## config.mk

```make
export PLATFORM = sky130hd
export DESIGN_NAME = phy_train_top
export DESIGN_NICKNAME = d
export VERILOG_FILES = /design/src/rtl/train_types_pkg.sv /design/src/rtl/phy_cfg_pkg.sv /design/src/rtl/phy_train_top.sv /design/src/rtl/bit_train.sv /design/src/rtl/train_handshake.sv /design/src/rtl/delay_tap_ctrl.sv
export SDC_FILE = /design/constraint.sdc
export NUM_CORES = 1
export LEC_CHECK = 0
export BUFFER_PORTS_ARGS = -buffer_cell sky130_fd_sc_hd__buf_2
export CAP_MARGIN = 5
export CORE_MARGIN = 3
export CORE_UTILIZATION = 53
export CTS_BUF_LIST = sky130_fd_sc_hd__clkbuf_2
export CTS_CLUSTER_SIZE = 30
export DETAILED_ROUTE_END_ITERATION = 8
export PLACE_DENSITY = 0.82
export SLEW_MARGIN = 20
export SYNTH_ARGS = -nofsm -noshare
export SYNTH_HDL_FRONTEND = slang
export SYNTH_HIERARCHICAL = 1
export SYNTH_SLANG_ARGS = --single-unit
```

## constraint.sdc

```tcl
create_clock -name clk -period 5.6 [get_ports clk]
set_input_delay 1.12 -clock clk [delete_from_list [all_inputs] [get_ports clk]]
set_output_delay 1.12 -clock clk [all_outputs]
set_load 0.02 [all_outputs]
```

## src/rtl/train_types_pkg.sv

```systemverilog
package train_types_pkg;

  // per-bit training sequence
  typedef enum logic [2:0] {
    st_idle,
    st_search,
    st_back,
    st_forward,
    st_align,
    st_done
  } train_state_e;

  // whether the trainer is deciding or still sampling the line
  typedef enum logic {
    mode_default,
    mode_acquire
  } acq_mode_e;

  // phases of the four-phase req/ack exchange with the host
  typedef enum logic [1:0] {
    hs_wait_req,
    hs_running,
    hs_ack_high,
    hs_wait_release
  } hs_phase_e;

  // command seen by one delay line in a cycle
  typedef enum logic [1:0] {
    tap_hold,
    tap_inc,
    tap_dec,
    tap_rst
  } tap_cmd_e;

endpackage

```

## src/rtl/phy_cfg_pkg.sv

```systemverilog
package phy_cfg_pkg;

  // ----------------------------------------------------------------------
  // delay line
  // ----------------------------------------------------------------------

  localparam logic [31:0] dly_delta_ps = 32'd78;  // one tap with a 200 MHz reference

  localparam logic [5:0] max_tap = 6'd63;  // last tap of the 64-tap line

  typedef logic [5:0] tap_t;  // tap setting or step count

  // ----------------------------------------------------------------------
  // trainer timing
  // ----------------------------------------------------------------------

  // stable samples needed before an acquisition counts as done
  localparam logic [5:0] acquire_threshold = 6'd16;

  // one DDR bit lasts half a clock period, so 500000 / f_MHz gives its width in ps
  function automatic tap_t half_bit_steps(input int unsigned freq_mhz);
    int unsigned bit_ps;
    int unsigned bit_taps;
    bit_ps   = 500000 / freq_mhz;
    bit_taps = bit_ps / dly_delta_ps;
    return tap_t'(bit_taps / 2);  // 2500 ps / 78 ps gives 32 taps, half of that at 200 MHz
  endfunction

endpackage
```

## src/rtl/phy_train_top.sv

```systemverilog
`timescale 1ns/1ps

module phy_train_top #(
  parameter int data_width = 18,
  parameter int clk_freq   = 200
) (
  input  logic                                clk,
  input  logic                                reset,
  input  logic                                train_req,
  output logic                                train_ack,
  output logic                                train_fail,
  input  logic               [data_width-1:0] q_rise,
  input  logic               [data_width-1:0] q_fall,
  output logic               [data_width-1:0] aligned,
  output logic               [data_width-1:0] dly_inc_dec_n,
  output logic               [data_width-1:0] dly_en,
  output logic               [data_width-1:0] dly_rst,
  output phy_cfg_pkg::tap_t  [data_width-1:0] tap_value
);

  logic train_start;
  logic train_clear;
  logic train_done;

  train_handshake handshake_i (
    .clk         (clk),
    .reset       (reset),
    .train_req   (train_req),
    .train_done  (train_done),
    .train_ack   (train_ack),
    .train_start (train_start),
    .train_clear (train_clear)
  );

  bit_train #(
    .data_width (data_width),
    .clk_freq   (clk_freq)
  ) trainer_i (
    .clk           (clk),
    .reset         (reset),
    .train_start   (train_start),
    .train_clear   (train_clear),
    .train_done    (train_done),
    .train_fail    (train_fail),
    .q_rise        (q_rise),
    .q_fall        (q_fall),
    .dly_inc_dec_n (dly_inc_dec_n),
    .dly_en        (dly_en),
    .dly_rst       (dly_rst),
    .aligned       (aligned)
  );

  // mirrors the settings sent to the external delay lines
  delay_tap_ctrl #(
    .data_width (data_width)
  ) taps_i (
    .clk           (clk),
    .reset         (reset),
    .dly_inc_dec_n (dly_inc_dec_n),
    .dly_en        (dly_en),
    .dly_rst       (dly_rst),
    .tap_value     (tap_value)
  );

endmodule

```

## src/rtl/bit_train.sv

```systemverilog
`timescale 1ns/1ps

module bit_train #(
  parameter int data_width = 18,
  parameter int clk_freq   = 200
) (
  input  logic                  clk,
  input  logic                  reset,
  input  logic                  train_start,
  input  logic                  train_clear,
  output logic                  train_done,
  output logic                  train_fail,
  input  logic [data_width-1:0] q_rise,
  input  logic [data_width-1:0] q_fall,
  output logic [data_width-1:0] dly_inc_dec_n,
  output logic [data_width-1:0] dly_en,
  output logic [data_width-1:0] dly_rst,
  output logic [data_width-1:0] aligned
);
  import phy_cfg_pkg::*;
  import train_types_pkg::*;

  localparam tap_t       half_steps = half_bit_steps(clk_freq);
  localparam logic [4:0] last_bit   = 5'(data_width - 1);

  function automatic logic valid(input logic [1:0] s);
    return s[1] ^ s[0];  // a training sample is only usable when rise and fall differ
  endfunction

  train_state_e state;
  acq_mode_e    mode;

  logic [1:0] curr_reg;  // {rise, fall} of the selected bit, one cycle old
  logic [1:0] curr;      // last acquired value, 2'b00 when rejected
  logic [1:0] prev;      // last value that was valid and stable
  logic [1:0] hist0;
  logic [1:0] hist1;
  logic [1:0] hist2;

  logic [5:0] acq_cnt;
  tap_t       progress;  // taps stepped in search, taps left in back/forward
  tap_t       baddies;   // unstable steps seen around the edge
  logic [4:0] bit_index;

  logic       history_stable;
  logic [6:0] corr;
  logic [6:0] fwd_steps;
  logic [6:0] back_steps;
  logic       fwd_fits;

  assign history_stable = (curr == hist0) && (hist0 == hist1) && (hist1 == hist2);

  // ----------------------------------------------------------------------
  // centering offsets from the point where the edge was confirmed
  // ----------------------------------------------------------------------

  // the edge sits about two taps plus half the unstable run behind the current tap
  assign corr       = 7'(baddies >> 1) + 7'd2;
  assign fwd_steps  = (7'(half_steps) > corr) ? 7'(half_steps) - corr : 7'd0;
  assign back_steps = 7'(half_steps) + corr;
  assign fwd_fits   = (7'(progress) + fwd_steps) <= 7'(max_tap);  // prefer the later eye

  always_ff @(posedge clk) begin
    dly_en   <= '0;  // delay commands are single-cycle pulses
    dly_rst  <= '0;
    curr_reg <= {q_rise[bit_index], q_fall[bit_index]};

    if (reset) begin
      state         <= st_idle;
      mode          <= mode_default;
      train_done    <= 1'b0;
      train_fail    <= 1'b0;
      aligned       <= '1;
      dly_inc_dec_n <= '0;
      dly_rst       <= '1;  // all lines back to tap 0
      curr          <= 2'b00;
      prev          <= 2'b00;
      hist0         <= 2'b00;
      hist1         <= 2'b00;
      hist2         <= 2'b00;
      acq_cnt       <= '0;
      progress      <= '0;
      baddies       <= '0;
      bit_index     <= '0;
    end else if (train_clear) begin
      state      <= st_idle;
      mode       <= mode_default;
      train_done <= 1'b0;
      train_fail <= 1'b0;
      aligned    <= '1;
      bit_index  <= '0;
    end else begin
      case (mode)
        mode_default: begin
          case (state)
            st_idle: begin
              if (train_start) begin
                state    <= st_search;
                mode     <= mode_acquire;
                dly_rst  <= '1;  // every run starts searching from tap 0
                acq_cnt  <= '0;
                progress <= '0;
                baddies  <= '0;
                prev     <= 2'b00;
                hist0    <= 2'b00;
                hist1    <= 2'b00;
                hist2    <= 2'b00;
              end
            end

            st_search: begin
              hist0 <= curr;
              hist1 <= hist0;
              hist2 <= hist1;
              if (curr != prev && valid(curr) && valid(prev) && history_stable) begin
                // edge confirmed, now move half a bit towards the eye centre
                if (fwd_fits) begin
                  state    <= st_forward;
                  progress <= fwd_steps[5:0];
                end else begin
                  state    <= st_back;
                  progress <= back_steps[5:0];
                end
              end else if (progress == max_tap) begin
                // whole line swept without a transition
                state               <= st_align;
                progress            <= 6'd4;
                train_fail          <= 1'b1;
                dly_rst[bit_index]  <= 1'b1;
              end else begin
                mode                     <= mode_acquire;
                acq_cnt                  <= '0;
                progress                 <= progress + 6'd1;
                dly_inc_dec_n[bit_index] <= 1'b1;
                dly_en[bit_index]        <= 1'b1;
                if (valid(curr) && history_stable) begin
                  prev <= curr;
                end
                // once the edge region starts every further step counts
                if (baddies != '0 || (valid(prev) && curr != prev)) begin
                  baddies <= baddies + 6'd1;
                end
              end
            end

            st_back,
            st_forward: begin
              hist0 <= curr;
              hist1 <= hist0;
              hist2 <= hist1;
              if (progress != '0) begin
                mode                     <= mode_acquire;
                acq_cnt                  <= '0;
                progress                 <= progress - 6'd1;
                dly_inc_dec_n[bit_index] <= (state == st_forward);
                dly_en[bit_index]        <= 1'b1;
              end else begin
                state    <= st_align;
                progress <= 6'd4;
                if (!valid(curr) || !history_stable) begin
                  train_fail <= 1'b1;  // the centre of the eye is not clean
                end
              end
            end

            st_align: begin
              if (progress != '0) begin
                progress <= progress - 6'd1;  // let the last step settle
              end else begin
                state <= st_done;
                if (!curr_reg[1]) begin
                  aligned[bit_index] <= 1'b0;
                end
              end
            end

            st_done: begin
              if (bit_index < last_bit) begin
                state     <= st_search;
                mode      <= mode_acquire;
                acq_cnt   <= '0;
                progress  <= '0;
                baddies   <= '0;
                prev      <= 2'b00;
                hist0     <= 2'b00;
                hist1     <= 2'b00;
                hist2     <= 2'b00;
                bit_index <= bit_index + 5'd1;
              end else begin
                train_done <= 1'b1;  // held until the handshake clears it
              end
            end

            default: state <= st_idle;
          endcase
        end

        mode_acquire: begin
          acq_cnt <= acq_cnt + 6'd1;
          // the first two samples still show the line before the tap update
          if (acq_cnt >= 6'd2) begin
            if (!valid(curr_reg) || (acq_cnt > 6'd2 && curr_reg != curr)) begin
              mode <= mode_default;
              curr <= 2'b00;
            end else begin
              curr <= curr_reg;
              if (acq_cnt >= acquire_threshold) begin
                mode <= mode_default;
              end
            end
          end
        end

        default: mode <= mode_default;
      endcase
    end
  end

  // only the selected bit's delay line may be stepped
  assert property (@(posedge clk) disable iff (reset) $onehot0(dly_en));

  // a new run is launched only after the handshake cleared the last result
  assert property (@(posedge clk) disable iff (reset) !(train_done && train_start));

endmodule

```

## src/rtl/train_handshake.sv

```systemverilog
`timescale 1ns/1ps

module train_handshake (
  input  logic clk,
  input  logic reset,
  input  logic train_req,
  input  logic train_done,
  output logic train_ack,
  output logic train_start,
  output logic train_clear
);
  import train_types_pkg::*;

  hs_phase_e phase;

  always_ff @(posedge clk) begin
    train_start <= 1'b0;
    train_clear <= 1'b0;

    if (reset) begin
      phase     <= hs_wait_req;
      train_ack <= 1'b0;
    end else begin
      case (phase)
        hs_wait_req: begin
          if (train_req) begin
            phase       <= hs_running;
            train_start <= 1'b1;
          end
        end
        hs_running: begin
          if (train_done) begin
            phase     <= hs_ack_high;
            train_ack <= 1'b1;  // results stay frozen while req is held
          end
        end
        hs_ack_high: begin
          if (!train_req) begin
            phase       <= hs_wait_release;
            train_ack   <= 1'b0;
            train_clear <= 1'b1;
          end
        end
        hs_wait_release: begin
          if (!train_done) phase <= hs_wait_req;  // trainer has taken the clear
        end
        default: phase <= hs_wait_req;
      endcase
    end
  end

  // the host holds req until it sees ack
  assert property (@(posedge clk) disable iff (reset) $rose(train_ack) |-> train_req);

endmodule

```

## src/rtl/delay_tap_ctrl.sv

```systemverilog
`timescale 1ns/1ps

module delay_tap_ctrl #(
  parameter int data_width = 18
) (
  input  logic                                 clk,
  input  logic                                 reset,
  input  logic               [data_width-1:0]  dly_inc_dec_n,
  input  logic               [data_width-1:0]  dly_en,
  input  logic               [data_width-1:0]  dly_rst,
  output phy_cfg_pkg::tap_t  [data_width-1:0]  tap_value
);
  import phy_cfg_pkg::*;
  import train_types_pkg::*;

  for (genvar i = 0; i < data_width; i++) begin : g_tap
    tap_cmd_e cmd;
    tap_t     tap_q;

    // reset of a line wins over a step in the same cycle
    always_comb begin
      if (dly_rst[i]) begin
        cmd = tap_rst;
      end else if (dly_en[i]) begin
        cmd = dly_inc_dec_n[i] ? tap_inc : tap_dec;
      end else begin
        cmd = tap_hold;
      end
    end

    always_ff @(posedge clk) begin
      if (reset) begin
        tap_q <= '0;
      end else begin
        case (cmd)
          tap_inc: if (tap_q != max_tap) tap_q <= tap_q + 6'd1;  // line stops at its end
          tap_dec: if (tap_q != '0) tap_q <= tap_q - 6'd1;
          tap_rst: tap_q <= '0;
          default: tap_q <= tap_q;
        endcase
      end
    end

    assign tap_value[i] = tap_q;

    // the trainer must never push a line past its last tap
    assert property (@(posedge clk) disable iff (reset) (cmd == tap_inc) |-> (tap_q != max_tap));
  end

endmodule

```

==> results of run 1 <==
[stage by stage]
step / hold WS (ps) / worst slack, ps / power (uW) / area (sq um) / util
after floorplan: 435 / 1770 / 2290 / 13900 / -
after global placement: 446 / 1490 / 2480 / 15000 / 0.589
after detailed placement: 451 / 1370 / 2490 / 15000 / 0.589
after CTS: 418 / 1350 / 3580 / 15500 / 0.608
after global routing: 456 / 1040 / 3740 / 15500 / 0.608
final: 463 / 1270 / 3550 / 15500 / 0.608
[layer usage]
layer	global-route usage	up-vias	share of wire
li1	-	6685	-
met1	0.322	6394	0.43
met2	0.419	552	0.47
met3	0.0510	76	0.075
met4	0.0953	0	0.031
met5	0	-	0
[worst reg2reg max path, stage by stage, from the launching register on]
cell	delay [ps]
dfxtp_1	500
inv_1	130
ha_1	370
nand2b_1	220
nor2_1	230
nand2_1	110
o21ai_1	270
nor2_1	100
ha_1	210
fa_1	360
a21o_1	190
a21o_1	190
a2111oi_2	440
nor3_1	150
or2_1	360
a211oi_2	270
o22ai_1	100
[final timing paths]
| path | from | slack, ps | end |
|---|---|---|---|
| setup / recovery | trainer_i/baddies[2] | 1270 | trainer_i/progress[2] |
| hold / removal | trainer_i/aligned[10] | 460 | trainer_i/aligned[10] |
| setup reg to reg | trainer_i/baddies[2] | 1270 | trainer_i/progress[2] |
| hold reg to reg | trainer_i/aligned[10] | 460 | trainer_i/aligned[10] |
[area by class of cell]
| class | count | area (sq um) |
|---|---|---|
| fill | 2321 | 9980 |
| multi-input combinational | 1326 | 8700 |
| sequential | 226 | 4520 |
| timing repair buffer | 224 | 1130 |
| tap | 330 | 413 |
| clock buffer | 78 | 390 |
| inverter | 65 | 245 |
| clock inverter | 16 | 90.1 |
| antenna | 1 | 2.50 |
[placed cells by master, fill, tap and decap left out, types with 11 or more instances in the layout]
master,netlist,final
nor2b_1,16,16
nor4_1,18,18
ha_1,63,63
a41o_1,14,14
nor3_1,99,98
and2_1,11,11
o21ai_1,18,18
mux2i_1,23,23
or4_1,19,19
a211oi_1,22,22
nand2_1,127,127
or2_2,14,14
a31oi_1,22,22
clkbuf_2,0,78
or3_1,17,17
xor2_1,21,21
nor2_1,206,206
buf_2,12,219
o31ai_1,18,18
nand3_1,45,45
clkinv_1,0,14
nand2b_1,20,20
a21oi_1,98,98
o21ai_0,83,83
a311oi_1,17,17
dfxtp_1,226,226
a21o_1,30,30
inv_1,64,64
nand4_1,29,29
xnor2_1,70,70
[logic make-up (layout without fill, tap and decap cells)]
group / count (synthesis) / count (layout)
AND/OR/NAND/NOR: 696 / 696
flip-flops: 226 / 226
buffers and inverters: 161 / 383
XOR/XNOR: 93 / 93
other: 0 / 1
adder cells (fa/ha/maj): 64 / 64
AO/OA/AOI/OAI: 437 / 437
multiplexers: 36 / 36
[power groups by stage]
stage / Sequential, uW / Clock [uW] / Combinational [uW]
after floorplan: 1790 / 0 / 500
after global placement: 1800 / 0 / 684
after detailed placement: 1800 / 0 / 693
after CTS: 1760 / 1120 / 696
after global routing: 1780 / 1200 / 770
final: 1760 / 1080 / 702
==> flow_metrics.py, run 1 <==
metrics = {
    "run_status": {
        "status": "completed",
    },
    "setup_path": {
        "cp_max_fo": 7,
        "cp_cell_sequence": "inv_1 > ha_1 > nand2b_1 > nor2_1 > nand2_1 > o21ai_1 > nor2_1 > ha_1 > fa_1 > a21o_1 > a21o_1 > a2111oi_2 > nor3_1 > or2_1 > a211oi_2 > o22ai_1",
        "reg2regPathDepth": 16,
        "cp-end-kind": "flop",
        "cp.depth": 16,
        "path_buf_inv": 1,
        "worstPathArrival_ps": 5030,
        "cp_slowest_cell": "dfxtp_1",
        "required_ps": 6300,
        "slowest_delay_ps": 500,
        "startpoint_type": "flop",
        "critical_path_class": "flop to flop",
        "path_delay_family": "compound AO/OA/AOI/OAI gates",
    },
    "finish": {
        "nNetsFinal": 2003,
        "drive_gt1_frac": 0.193,
        "syn_to_final_growth_pct": 11.4,
        "largest_register": "taps_i/g_tap.tap_q",
        "largest_reg_flops": 108,
        "stdcell_count": 2266,
    },
    "drt": {
        "via_per_inst": 6.05,
        "ant_nets": 0,
        "via_count": 13700,
        "wl_per_cell_microns": 16.6,
        "firstDrtPassIters": 5,
        "drcViolationCount": 0,
        "totalWireLength_microns": 37700,
        "drtIter0Drc": 1227,
    },
    "logic_synthesis": {
        "synth_compound_area_frac": 0.215,
        "synth_common_cells": "dfxtp_1, nor2_1, nand2_1",
        "netlist_area_sq_um": 13900,
        "yosysMostFrequentCell": "dfxtp_1",
        "synth_edf_count": 0,
        "synth.distinct_cells": 100,
        "synth_seq_cells": 226,
        "synth.area.mux_share": 0.0355,
        "synth-simple-area-share": 0.257,
        "yosysTopAreaCellShare": 0.325,
        "syn-num-nets": 1816,
        "synth_top_family_by_area": "simple AND/OR/NAND/NOR gates",
        "synthAdderAreaFrac": 0.0581,
        "synth_top_area_cell": "dfxtp_1",
        "syn_avg_cell_area_sq_um": 8.12,
        "synth_flop_cell": "dfxtp_1",
        "synthCells": 1713,
        "synth.area.top_cells": "dfxtp_1, ha_1, nor2_1",
        "synthArstFlopShare": 0,
        "yosysSeqAreaShare": 0.325,
        "synth_xor_area_frac": 0.0597,
        "ys.warnings.count": 6,
    },
    "global_routing": {
        "antenna_found_initial": 1,
        "grt_pass1_vias": 12700,
        "overflow": 0,
        "grt.total_usage": 0.252,
        "grt_pass1_wl_microns": 61400,
        "grt_max_degree": 73,
    },
    "timing": {
        "tightest_slew_ps": 1140,
        "timing.final.max_slew_violations": 0,
        "setup_tns_ps": 0,
        "hold_viol": 0,
        "finalCriticalPeriod_ps": 4330,
        "setup_viol": 0,
        "relSlewSlack": 0.233,
        "max_freq_mhz": 231,
        "finClkSkew_ps": 63.7,
        "fin_crit_sh": 0.773,
        "rsz0062_at_grt": "no",
    },
    "floorplanning": {
        "dieArea_sq_um": 28200,
        "initial_core_util": 0.546,
        "io_pins": 221,
        "placementRows": 58,
        "core-area_sq_um": 25500,
        "fp.dieH_microns": 168,
        "chipWidth_microns": 168,
    },
    "power_and_ir_drop": {
        "power_density_nw_per_um2": 229,
        "power.share.clock": 0.305,
        "combPwrFrac": 0.198,
        "p_leak_uw": 0.00638,
        "p_switching_uw": 1220,
        "pwr-share-seq": 0.497,
        "intPower_uw": 2330,
        "switching_share": 0.345,
        "peakVddDrop_mv": 0.144,
    },
    "clocking": {
        "cts_tree": "yes",
        "numCtsBuffers": 57,
        "cts_buffer_depth": 3,
        "worstSkewPairLatency_ps": 880,
        "cts-root-buf": "clkbuf_2",
        "cts.sinks": 226,
        "cts.reportedPaths.clkPinSlew_ps": 100,
        "htreeDepth": 2,
        "cts_resized": 0,
        "cts_hold_buf": 0,
        "postCtsSetupBuffers": 0,
    },
    "placed_design": {
        "post-place-cells": 2171,
        "dp_hpwl_microns": 27000,
        "gp_congestion": 0.943,
        "io_buffers": 220,
    },
    "min_path": {
        "hp-class": "flop to flop",
        "hold_depth": 2,
    },
    "job": {
        "maxCapViolCount": 0,
    },
}
Note: power is estimated with default switching activity, not from simulation.
==> run 2: changes to the inputs <==
- ABC_AREA: not set -> 1
- clock period: 5.6 -> 4.4 ns (I/O delays scaled with it)
==> run 2 against run 1 <==
- non-clock buffer count grew 3
- sequential share of layout area shrank 2.8 points
- core utilization grew 0.38 points
- routed wire length grew 16%
- clock skew grew 27 ps
- critical path type unchanged
- worst hold slack lost 110 ps
- combinational power grew to 3.3 times the previous value
- worst setup slack lost 430 ps
- synthesized cell count grew 38%
==> flow_metrics.py, run 2 <==
metrics = {
    "run_status": {
        "status": "completed",
    },
    "setup_path": {
        "cp_slowest_cell": "dfxtp_1",
        "slowest_delay_ps": 540,
        "path_delay_family": "simple AND/OR/NAND/NOR gates",
        "worstPathArrival_ps": 4200,
        "critical_path_class": "flop to flop",
        "cp_cell_sequence": "ha_1 > nand3_1 > ha_1 > inv_1 > o21ai_2 > nand2_2 > inv_2 > nand3_1 > inv_1 > ha_1 > a21o_1 > a31oi_1 > nand2b_1 > nand2_1 > nand2_1 > nand2_2 > nand2_1 > nand2_1 > o211ai_1 > nand3_1 > nand2_1 > a21oi_1",
        "cp-end-kind": "flop",
        "cp_max_fo": 9,
        "required_ps": 5040,
        "startpoint_type": "flop",
        "path_common_cell": "nand2_1",
        "path_buf_inv": 3,
    },
    "clocking": {
        "cts.reportedPaths.clkPinSlew_ps": 90,
        "numCtsBuffers": 66,
        "cts_resized": 0,
        "cts-root-buf": "clkbuf_2",
        "cts_tree": "yes",
        "cts.sinks": 226,
        "cts_hold_buf": 0,
        "cts_buffer_depth": 3,
        "postCtsSetupBuffers": 0,
        "worstSkewPairLatency_ps": 820,
        "htreeDepth": 3,
    },
    "finish": {
        "nNetsFinal": 2726,
        "drive_gt1_frac": 0.162,
        "largest_reg_flops": 108,
        "fin_area_sq_um": 17100,
        "syn_to_final_growth_pct": 12.8,
        "final_common_cell": "nand2_1",
        "mostFrequentLayoutCells": "nand2_1, inv_1, dfxtp_1",
        "fill_cells": 2604,
        "largest_register": "taps_i/g_tap.tap_q",
        "register_area_sq_um": 4520,
        "multi_input_area_sq_um": 9060,
    },
    "drt": {
        "drtIter0Drc": 1354,
        "ant_nets": 0,
        "via_per_inst": 5.48,
        "totalWireLength_microns": 43800,
        "drcViolationCount": 0,
        "via_count": 16700,
        "wl_per_cell_microns": 14.4,
        "firstDrtPassIters": 8,
    },
    "logic_synthesis": {
        "yosysMostFrequentCell": "nand2_1",
        "synth_flop_cell": "dfxtp_1",
        "synth_edf_count": 0,
        "synth.distinct_cells": 60,
        "ys.warnings.count": 6,
        "synthCells": 2371,
        "netlist_area_sq_um": 15200,
        "yosysSeqAreaShare": 0.298,
        "syn-num-nets": 2474,
        "yosysTopAreaCellShare": 0.298,
        "synthArstFlopShare": 0,
        "synth.area.top_cells": "dfxtp_1, nand2_1, inv_1",
        "synth_common_cells": "nand2_1, inv_1, dfxtp_1",
        "synth_top_area_cell": "dfxtp_1",
        "syn_avg_cell_area_sq_um": 6.41,
        "synth_seq_cells": 226,
    },
    "placed_design": {
        "dp_hpwl_microns": 32100,
        "io_buffers": 220,
        "place_area_sq_um": 16600,
        "gp_congestion": 0.941,
    },
    "global_routing": {
        "grt_pass1_vias": 15400,
        "grt.total_usage": 0.273,
        "antenna_found_initial": 1,
        "grt_max_degree": 68,
        "overflow": 0,
        "grt_pass1_wl_microns": 71400,
    },
    "min_path": {
        "hp-class": "input pin to flop",
    },
    "timing": {
        "hold_viol": 0,
        "timing.final.max_slew_violations": 0,
        "hold_slack_ps": 356,
        "fin_crit_sh": 0.808,
        "setup_viol": 0,
        "max_freq_mhz": 281,
        "rsz0062_at_grt": "no",
        "finClkSkew_ps": 91.1,
        "setup_tns_ps": 0,
        "finalCriticalPeriod_ps": 3560,
        "relSlewSlack": 0.259,
        "tightest_slew_ps": 1110,
    },
    "floorplanning": {
        "dieArea_sq_um": 30700,
        "chipWidth_microns": 175,
        "core-area_sq_um": 28000,
        "fp.dieH_microns": 175,
        "initial_core_util": 0.543,
        "io_pins": 221,
        "placementRows": 61,
    },
    "power_and_ir_drop": {
        "power_density_nw_per_um2": 364,
        "peakVddDrop_mv": 0.259,
        "p_leak_uw": 0.00830,
    },
    "job": {
        "maxCapViolCount": 0,
    },
}
run 2: cell count changes after synthesis, sizes merged, moves of 29 or more:
cell,previous run,this run
o21ai,102,158
a21o,30,1
nand2,127,648
inv,64,374
nand4,29,86
clkbuf,66,27
nor3,100,35
xnor2,71,21
nand3,46,191
a21oi,98,160
run 2: power breakdown:
group	internal, uW	switching (uW)	leakage (uW)
combinational	723	1590	0.00606
clock	534	897	0.000402
sequential	2230	275	0.00184
total	3480	2760	0.00830
run 2: logic make-up after synthesis:
group | after synthesis | synth area share
and+or+nand+nor | 1207 | 0.358
buffers and inverters | 420 | 0.107
xor gates and xnor gates | 55 | 0.0317
DFF | 226 | 0.298
AOI/OAI and AO/OA | 399 | 0.153
adders and majority gates | 64 | 0.0532
run 2: final cells by class:
class,instances,share of cell area
clock inverters,18,0.00394
well taps,378,0.0276
multi-input cells,1725,0.528
clock buffers,88,0.0257
diodes,1,0.000146
inverters,377,0.0831
flip-flops and latches,226,0.264
repair buffers,227,0.0674
run 2: per-layer routing:
layer  GRT usage  wire (microns)
met5           0               0
met3      0.0415            3550
met2       0.458           20500
met1       0.347           18200
met4       0.121            1550
run 2: through the flow:
stage          cells  power (uW)  setup WS, ps  utilization
2_1_floorplan   2371        4240          1390            -
3_3_place_gp    2933        4760          1040        0.594
3_5_place_dp    2933        4810           889        0.594
4_1_cts         3039        6250           857        0.612
5_1_grt         3040        6680           494        0.612
6_report        3040        6250           844        0.612
run 2: tightest hold or removal path, stage by stage:
cell and delay (ps):
buf_2 120, nand2_1 70, nor2_1 30
run 2: path summary, 6_finish.rpt:
check	slack, ps	end	from	cells after the start
worst min register to register	460	trainer_i/aligned[17]	trainer_i/aligned[17]	2
worst max-delay path	840	trainer_i/progress[3]	trainer_i/baddies[2]	22
worst min-delay path	360	handshake_i/train_start	train_req	3
worst max register to register	840	trainer_i/progress[3]	trainer_i/baddies[2]	22
